===== config.mk =====
export PLATFORM = sky130hd
export DESIGN_NAME = vga_display
export DESIGN_NICKNAME = d
export VERILOG_FILES = /design/src/source/vga_display_pkg.sv /design/src/source/cam_lane.sv /design/src/source/vga_pixel_out.sv /design/src/source/vga_display.sv
export SDC_FILE = /design/constraint.sdc
export NUM_CORES = 1
export LEC_CHECK = 0
export ABC_CLOCK_PERIOD_IN_PS = 2300
export BUFFER_PORTS_ARGS = -buffer_cell sky130_fd_sc_hd__clkbuf_2
export CORE_UTILIZATION = 45
export DETAILED_ROUTE_END_ITERATION = 16
export HOLD_SLACK_MARGIN = 0.15
export PLACE_DENSITY_LB_ADDON = 0.15
export RECOVER_POWER = 25
export SYNTH_ARGS = -nofsm -noshare
export SYNTH_HDL_FRONTEND = slang
export SYNTH_SLANG_ARGS = --single-unit

===== constraint.sdc =====
create_clock -name rst -period 2.3 [get_ports rst]
set_input_delay 0.46 -clock rst [delete_from_list [all_inputs] [get_ports rst]]
set_output_delay 0.46 -clock rst [all_outputs]
set_load 0.03 [all_outputs]

===== src/source/vga_display_pkg.sv =====
// display package with screen geometry and pixel types for the three-camera compositor
package vga_display_pkg;

  // camera image, QQVGA
  localparam int IMG_COLS    = 160;
  localparam int IMG_ROWS    = 120;
  localparam int NB_IMG_PXLS = 15;   // 160*120 = 19200 < 2**15

  // extras drawn around each image
  localparam int PROX_BAR_W     = 8;   // bar right of the image
  localparam int CENTROID_ROWS  = 8;   // strip below the image
  localparam int CENTROID_BIN_W = 20;  // 8 bins over 160 columns

  // screen position from the VGA sync generator
  typedef logic [9:0] col_t;
  typedef logic [9:0] row_t;

  typedef logic [NB_IMG_PXLS-1:0] frame_addr_t;

  // one VGA colour channel
  typedef logic [3:0] channel_t;

  // frame-buffer word, red in the top nibble
  typedef struct packed {
    channel_t red;
    channel_t green;
    channel_t blue;
  } buf_pixel_t;

  // filter colour, bit 2 red, bit 1 green, bit 0 blue
  typedef logic [2:0] filter_t;

  // one bit per centroid bin, bit 0 is the leftmost bin
  typedef logic [7:0] centroid_t;

  // 7 is nearest, bar reaches the top of the image
  typedef logic [2:0] proximity_t;

endpackage


===== src/source/cam_lane.sv =====
// camera lane that decodes one window, counts its frame address and paints its pixel
`timescale 1ns/1ps

module cam_lane #(
  parameter int col_min = 0  // first screen column of this camera
) (
  input  logic                         rst,        // pixel clock
  input  logic                         clk,        // async reset, active high
  input  logic                         new_pxl,
  input  logic                         rgbmode,    // 1 colour, 0 grayscale
  input  vga_display_pkg::col_t        col,
  input  vga_display_pkg::row_t        row,
  input  vga_display_pkg::buf_pixel_t  frame_pixel,
  input  vga_display_pkg::filter_t     rgbfilter,
  input  vga_display_pkg::centroid_t   centroid,
  input  vga_display_pkg::proximity_t  proximity,
  output vga_display_pkg::frame_addr_t frame_addr,
  output logic                         lane_hit,
  output vga_display_pkg::channel_t    lane_red,
  output vga_display_pkg::channel_t    lane_green,
  output vga_display_pkg::channel_t    lane_blue
);

  import vga_display_pkg::*;

  // image plus proximity bar, one past the last column
  localparam int WIN_END = col_min + IMG_COLS + PROX_BAR_W;

  col_t       rel_col;      // column inside the window
  logic       in_win;
  logic       img_col;
  logic       bar_col;
  logic       img_row;
  logic       cen_row;
  proximity_t prox_thr;
  logic       bar_lit;
  logic       bin_lit;
  channel_t   filt_red;
  channel_t   filt_green;
  channel_t   filt_blue;

  // window decode
  assign in_win  = (col >= col_t'(col_min)) && (col < col_t'(WIN_END));
  assign rel_col = col - col_t'(col_min);
  assign img_col = in_win && (rel_col < col_t'(IMG_COLS));
  assign bar_col = in_win && (rel_col >= col_t'(IMG_COLS));

  assign img_row = row < row_t'(IMG_ROWS);
  assign cen_row = (row >= row_t'(IMG_ROWS)) && (row < row_t'(IMG_ROWS + CENTROID_ROWS));

  // bar grows upwards with proximity, row[6:4] splits 128 rows in 8 steps
  assign prox_thr = 3'd7 - proximity;
  assign bar_lit  = row[6:4] >= prox_thr;

  // each filter bit drives a full channel
  assign filt_red   = {4{rgbfilter[2]}};
  assign filt_green = {4{rgbfilter[1]}};
  assign filt_blue  = {4{rgbfilter[0]}};

  // centroid bin under the current column
  always_comb begin
    bin_lit = 1'b0;
    for (int i = 0; i < $bits(centroid_t); i++) begin
      if ((rel_col >= col_t'(i * CENTROID_BIN_W)) &&
          (rel_col < col_t'((i + 1) * CENTROID_BIN_W))) begin
        bin_lit = centroid[i];
      end
    end
  end

  // lane painter
  always_comb begin
    lane_hit   = in_win;
    lane_red   = '0;  // black by default
    lane_green = '0;
    lane_blue  = '0;
    if (img_row && img_col) begin
      if (rgbmode) begin
        lane_red   = frame_pixel.red;
        lane_green = frame_pixel.green;
        lane_blue  = frame_pixel.blue;
      end else begin
        // green field carries most of the luma
        lane_red   = frame_pixel.green;
        lane_green = frame_pixel.green;
        lane_blue  = frame_pixel.green;
      end
    end else if (img_row && bar_col) begin
      if (bar_lit) begin
        lane_red   = filt_red;
        lane_green = filt_green;
        lane_blue  = filt_blue;
      end
    end else if (cen_row && img_col) begin
      if (bin_lit) begin
        lane_red   = filt_red;
        lane_green = filt_green;
        lane_blue  = filt_blue;
      end
    end
  end

  // frame-buffer read address, follows the image pixels in raster order
  always_ff @(posedge rst or posedge clk) begin
    if (clk) begin
      frame_addr <= '0;
    end else if (!img_row) begin
      frame_addr <= '0;  // rewind once the image rows are done
    end else if (img_col && new_pxl) begin
      frame_addr <= frame_addr + 1'b1;
    end
  end

endmodule


===== src/source/vga_pixel_out.sv =====
// output stage that blanks, merges the three lanes and registers colour with the syncs
`timescale 1ns/1ps

module vga_pixel_out (
  input  logic                      rst,      // pixel clock
  input  logic                      clk,      // async reset, active high
  input  logic                      visible,
  input  logic                      hsync,
  input  logic                      vsync,
  input  logic                      hit_l,
  input  logic                      hit_c,
  input  logic                      hit_r,
  input  vga_display_pkg::channel_t red_l,
  input  vga_display_pkg::channel_t green_l,
  input  vga_display_pkg::channel_t blue_l,
  input  vga_display_pkg::channel_t red_c,
  input  vga_display_pkg::channel_t green_c,
  input  vga_display_pkg::channel_t blue_c,
  input  vga_display_pkg::channel_t red_r,
  input  vga_display_pkg::channel_t green_r,
  input  vga_display_pkg::channel_t blue_r,
  output vga_display_pkg::channel_t vga_red,
  output vga_display_pkg::channel_t vga_green,
  output vga_display_pkg::channel_t vga_blue,
  output logic                      vga_hsync,
  output logic                      vga_vsync
);

  import vga_display_pkg::*;

  channel_t sel_red;
  channel_t sel_green;
  channel_t sel_blue;

  // lane windows are disjoint, at most one hit
  always_comb begin
    sel_red   = '0;
    sel_green = '0;
    sel_blue  = '0;
    if (visible) begin
      if (hit_l) begin
        sel_red   = red_l;
        sel_green = green_l;
        sel_blue  = blue_l;
      end else if (hit_c) begin
        sel_red   = red_c;
        sel_green = green_c;
        sel_blue  = blue_c;
      end else if (hit_r) begin
        sel_red   = red_r;
        sel_green = green_r;
        sel_blue  = blue_r;
      end
    end
  end

  // syncs take the same register stage as the colour
  always_ff @(posedge rst or posedge clk) begin
    if (clk) begin
      vga_red   <= '0;
      vga_green <= '0;
      vga_blue  <= '0;
      vga_hsync <= 1'b0;
      vga_vsync <= 1'b0;
    end else begin
      vga_red   <= sel_red;
      vga_green <= sel_green;
      vga_blue  <= sel_blue;
      vga_hsync <= hsync;
      vga_vsync <= vsync;
    end
  end

endmodule


===== src/source/vga_display.sv =====
// display top that shows three camera frame buffers side by side on VGA
`timescale 1ns/1ps

module vga_display #(
  parameter int col_cam_cen  = 192,  // first column of the centre camera
  parameter int col_cam_rght = 384   // first column of the right camera
) (
  input  logic                         rst,      // pixel clock
  input  logic                         clk,      // async reset, active high
  input  logic                         visible,
  input  logic                         new_pxl,
  input  logic                         hsync,
  input  logic                         vsync,
  input  logic                         rgbmode,
  input  vga_display_pkg::col_t        col,
  input  vga_display_pkg::row_t        row,
  // left camera
  input  vga_display_pkg::filter_t     rgbfilter_l,
  input  vga_display_pkg::centroid_t   centroid_l,
  input  vga_display_pkg::proximity_t  proximity_l,
  input  vga_display_pkg::buf_pixel_t  frame_pixel_l,
  output vga_display_pkg::frame_addr_t frame_addr_l,
  // centre camera
  input  vga_display_pkg::filter_t     rgbfilter_c,
  input  vga_display_pkg::centroid_t   centroid_c,
  input  vga_display_pkg::proximity_t  proximity_c,
  input  vga_display_pkg::buf_pixel_t  frame_pixel_c,
  output vga_display_pkg::frame_addr_t frame_addr_c,
  // right camera
  input  vga_display_pkg::filter_t     rgbfilter_r,
  input  vga_display_pkg::centroid_t   centroid_r,
  input  vga_display_pkg::proximity_t  proximity_r,
  input  vga_display_pkg::buf_pixel_t  frame_pixel_r,
  output vga_display_pkg::frame_addr_t frame_addr_r,
  // VGA pins
  output vga_display_pkg::channel_t    vga_red,
  output vga_display_pkg::channel_t    vga_green,
  output vga_display_pkg::channel_t    vga_blue,
  output logic                         vga_hsync,
  output logic                         vga_vsync
);

  import vga_display_pkg::*;

  logic     hit_l, hit_c, hit_r;
  channel_t red_l, green_l, blue_l;
  channel_t red_c, green_c, blue_c;
  channel_t red_r, green_r, blue_r;

  cam_lane #(.col_min(0)) u_lane_l (
    .rst         (rst),
    .clk         (clk),
    .new_pxl     (new_pxl),
    .rgbmode     (rgbmode),
    .col         (col),
    .row         (row),
    .frame_pixel (frame_pixel_l),
    .rgbfilter   (rgbfilter_l),
    .centroid    (centroid_l),
    .proximity   (proximity_l),
    .frame_addr  (frame_addr_l),
    .lane_hit    (hit_l),
    .lane_red    (red_l),
    .lane_green  (green_l),
    .lane_blue   (blue_l)
  );

  cam_lane #(.col_min(col_cam_cen)) u_lane_c (
    .rst         (rst),
    .clk         (clk),
    .new_pxl     (new_pxl),
    .rgbmode     (rgbmode),
    .col         (col),
    .row         (row),
    .frame_pixel (frame_pixel_c),
    .rgbfilter   (rgbfilter_c),
    .centroid    (centroid_c),
    .proximity   (proximity_c),
    .frame_addr  (frame_addr_c),
    .lane_hit    (hit_c),
    .lane_red    (red_c),
    .lane_green  (green_c),
    .lane_blue   (blue_c)
  );

  cam_lane #(.col_min(col_cam_rght)) u_lane_r (
    .rst         (rst),
    .clk         (clk),
    .new_pxl     (new_pxl),
    .rgbmode     (rgbmode),
    .col         (col),
    .row         (row),
    .frame_pixel (frame_pixel_r),
    .rgbfilter   (rgbfilter_r),
    .centroid    (centroid_r),
    .proximity   (proximity_r),
    .frame_addr  (frame_addr_r),
    .lane_hit    (hit_r),
    .lane_red    (red_r),
    .lane_green  (green_r),
    .lane_blue   (blue_r)
  );

  // one register stage to the pins
  vga_pixel_out u_pixel_out (
    .rst       (rst),
    .clk       (clk),
    .visible   (visible),
    .hsync     (hsync),
    .vsync     (vsync),
    .hit_l     (hit_l),
    .hit_c     (hit_c),
    .hit_r     (hit_r),
    .red_l     (red_l),
    .green_l   (green_l),
    .blue_l    (blue_l),
    .red_c     (red_c),
    .green_c   (green_c),
    .blue_c    (blue_c),
    .red_r     (red_r),
    .green_r   (green_r),
    .blue_r    (blue_r),
    .vga_red   (vga_red),
    .vga_green (vga_green),
    .vga_blue  (vga_blue),
    .vga_hsync (vga_hsync),
    .vga_vsync (vga_vsync)
  );

endmodule


==> flow_metrics.py <==
metrics = {
    "status": {
        "status": "complete, but fails checks",
        "violations": "negative setup slack",
    },
    "yosys": {
        "synth-edff-count": 0,
        "synth_area_mm2": 0.00463,
        "syn_inst": 553,
        "syn-num-nets": 681,
        "yosys.area_share.simple_pct": 25.5,
        "ys_async_sr_fraction_pct": 100,
        "postSynthAreaPerCell_um2": 8.37,
        "synth_adder_area_share_pct": 6.22,
        "synthMuxAreaShare_pct": 1.30,
        "synth_xor_area_share_pct": 6.60,
        "ys_ff_latch": 59,
        "yosysSeqAreaShare_pct": 31.9,
        "synth_top_family_by_area": "simple AND/OR/NAND/NOR gates",
        "synth-main-ff-cell": "dfrtp_1",
        "yosysWarnings": 0,
        "synth.distinct_cells": 72,
        "synth_compound_area_share_pct": 24.1,
    },
    "floorplan": {
        "die_area_mm2": 0.0107,
        "num_rows": 36,
        "core_mm2": 0.00986,
        "dieWidth_um": 103,
        "io_pins": 164,
        "start_util_pct": 46.9,
        "die_h_um": 103,
    },
    "global_routing": {
        "grt_pass1_vias": 5151,
        "grt_pass1_wl_um": 24400,
        "antenna_found_initial": 0,
        "gr-total-overflow": 0,
        "grt_start_max_net_pins": 60,
        "grt_usage_pct": 29.7,
    },
    "route": {
        "vias": 5431,
        "drtPass1Iterations": 5,
        "routed_wl_um": 16000,
        "first_iter_violations": 240,
        "drc": 0,
        "post_drt_via_cell_ratio": 5.69,
        "ant_nets": 0,
        "wl_per_cell_um": 16.8,
    },
    "critical_path": {
        "crit_arrival_ns": 2.70,
        "end_kind": "flop",
        "critPathRequiredTime_ns": 2.54,
        "crit_fanout": 6,
        "r2r_start": "u_lane_c.frame_addr[4]$_DFFE_PP0P_",
        "r2r-end": "u_lane_c.frame_addr[12]$_DFFE_PP0P_",
        "start_kind": "input port",
        "rr_worst_depth": 8,
        "r2r_slack_ns": 0.43,
        "crit_type": "input port to flop",
    },
    "power": {
        "finalPower_uw": 2710,
        "static-leakage-power_uw": 0.00328,
        "power_density_mw_per_mm2": 376,
        "peakVddDrop_mv": 0.266,
    },
    "final_layout": {
        "antenna_cells": 0,
        "multi_input_area_mm2": 0.00345,
        "final_common_cell": "clkbuf_2",
        "seq_area_mm2": 0.00148,
        "drive_gt1_share_pct": 47.1,
        "mostFrequentLayoutCells": "158 x clkbuf_2, 104 x buf_4, 59 x dfrtp_1",
        "fill_cells": 777,
        "utilization_pct": 73.0,
        "area_growth_pct": 55.6,
        "nets": 946,
    },
    "clock_tree": {
        "cts-root-buf": "clkbuf_8",
        "cts_tree": "yes",
        "cts-htree-levels": 3,
        "path_clk_slew_ns": 0.07,
        "clk-insertion-delay-late_ns": 0.34,
        "cts_buffers": 9,
        "cts_num_sinks": 59,
        "cts_hold_buffers": 0,
        "clockBufferDepth": 2,
    },
    "min_path": {
        "hold_path_class": "input port to flop",
        "hold_path_end": "u_pixel_out.vga_vsync$_DFF_PP0_",
        "worstHoldStart": "vsync",
        "whs_path_depth": 1,
    },
    "placement": {
        "dpl.hpwl_um": 12200,
        "dp_slack_ns": -0.648,
        "port_buffers": 160,
        "place_congestion": 0.957,
    },
    "timing": {
        "slew_headroom_pct": 2.23,
        "min_period_ns": 2.46,
        "tightestPinTransition_ns": 1.47,
        "max_freq_mhz": 406,
        "setup_viol": 23,
        "clock_skew_ns": 0.00808,
        "rsz0062_at_grt": "yes",
        "layout_setup_ws_ns": -0.160,
        "finalHoldViolCount": 0,
        "fin_crit_sh_pct": 107,
        "maxSlewViolCount": 0,
    },
    "job": {
        "max-cap-violations": 0,
    },
}
## critical path, cell delays in order
cell and delay [ns]:
buf_8 0.10, buf_8 0.13, buf_12 0.12, ha_4 0.16, and3b_2 0.23, o21ai_2 0.16
buf_4 0.14, a211o_1 0.14, o22ai_1 0.09, a31o_2 0.24, a21oi_4 0.23, o2111ai_1 0.17
a221oi_2 0.31
## report_power, final
part           switching (uW)  internal (uW)
registers                3.49           1050
logic                     381            318
clock network             407            551
## how the worst max path moves through the flow
stage,start,end,slack [ns],cells past startpoint
after floorplan,col[8],u_lane_c.frame_addr[9]$_DFFE_PP0P_,-0.22,10
after global placement,col[6],u_pixel_out.vga_red[2]$_DFF_PP0_,-0.67,11
after detailed placement,col[7],u_pixel_out.vga_red[2]$_DFF_PP0_,-0.65,12
final,col[7],u_pixel_out.vga_red[2]$_DFF_PP0_,-0.16,13
after global routing,col[7],u_pixel_out.vga_red[1]$_DFF_PP0_,-0.22,14
after CTS,col[7],u_pixel_out.vga_green[0]$_DFF_PP0_,-0.12,11
## per-layer routing
metal / global-route usage, % / share of wire [%]
met1: 37.4 / 43
met2: 49.7 / 48
met3: 5.78 / 7.1
met4: 12.6 / 2.8
met5: 0 / 0
## sequential cells by signal, summed over array words and instances, names as in the netlist
| register | flops |
|---|---|
| u_lane_c.frame_addr | 15 |
| u_lane_l.frame_addr | 15 |
| u_lane_r.frame_addr | 15 |
| u_pixel_out.vga_blue | 4 |
| u_pixel_out.vga_green | 4 |
| u_pixel_out.vga_hsync | 1 |
| u_pixel_out.vga_red | 4 |
| u_pixel_out.vga_vsync | 1 |
## cell usage after synthesis, types with 2 or more instances
cell / instances / share of area, %
nor4_1: 2 / 0.27
a31oi_1: 4 / 0.54
nand2_1: 56 / 4.5
a311oi_1: 5 / 0.95
and3b_1: 2 / 0.38
xor2_1: 15 / 2.8
nand3_1: 31 / 3.4
dfrtp_1: 59 / 32
a221oi_1: 4 / 0.76
a32oi_1: 2 / 0.38
or2_1: 2 / 0.27
or3_1: 14 / 1.9
and2_1: 4 / 0.54
nor3_1: 9 / 0.97
and4_1: 4 / 0.76
nand4_1: 13 / 1.8
and3_1: 12 / 1.6
a2111oi_0: 2 / 0.38
nand2b_1: 7 / 0.95
nor2_1: 48 / 3.9
o221a_1: 5 / 1.2
a211o_1: 5 / 0.95
ha_1: 23 / 6.2
nor3_2: 3 / 0.65
a31o_2: 2 / 0.38
buf_2: 11 / 1.2
a21oi_1: 47 / 5.1
o21ai_1: 5 / 0.54
inv_1: 23 / 1.9
nor2b_1: 10 / 1.4
clkbuf_1: 12 / 0.97
o21a_1: 7 / 1.1
nand4_2: 2 / 0.54
mux2i_1: 6 / 1.3
o311ai_0: 2 / 0.38
a22o_1: 4 / 0.76
o21ai_0: 18 / 1.9
xnor2_1: 18 / 3.4
o2111ai_1: 5 / 0.95
o311a_1: 2 / 0.43
o221ai_1: 5 / 0.95
a21o_1: 7 / 1.1
o211ai_1: 4 / 0.65
o22ai_1: 4 / 0.54
## cells by family after synthesis
logic type	Yosys count
fa+ha+maj	23
xor+xnor	34
buf+inv	49
compound gates	156
simple gates	226
mux	6
flops	59
## cell type report
cell class              instances  share of cell area, %
multi-input cells             445                   48.0
inverters                      25                   1.43
clock inverters                 4                  0.695
clock buffers                  11                   2.10
flip-flops and latches         59                   20.5
well taps                     133                   2.31
repair buffers                278                   25.0
## stage by stage
stage / cell area [um2] / TNS (ns) / instances / hold slack, ns
after global routing: 7200 / -4.14 / 955 / 0.209
after global placement: 6430 / -20.68 / 926 / 0.523
after detailed placement: 6430 / -22.32 / 926 / 0.527
after floorplan: 4750 / -3.59 / 553 / 0.491
after CTS: 6960 / -1.64 / 951 / 0.203
final: 7200 / -2.01 / 955 / 0.222
## what timing repair did
| item | 4_1_cts | 5_1_grt |
|---|---|---|
| resized for setup | 50 | 47 |
| setup endpoints to repair | 36 | 39 |
| buffers inserted | 10 | 4 |
| pin swaps | 22 | 25 |
| hold endpoints to repair | 0 | 0 |
No activity file was read; power rests on OpenSTA's default activity.
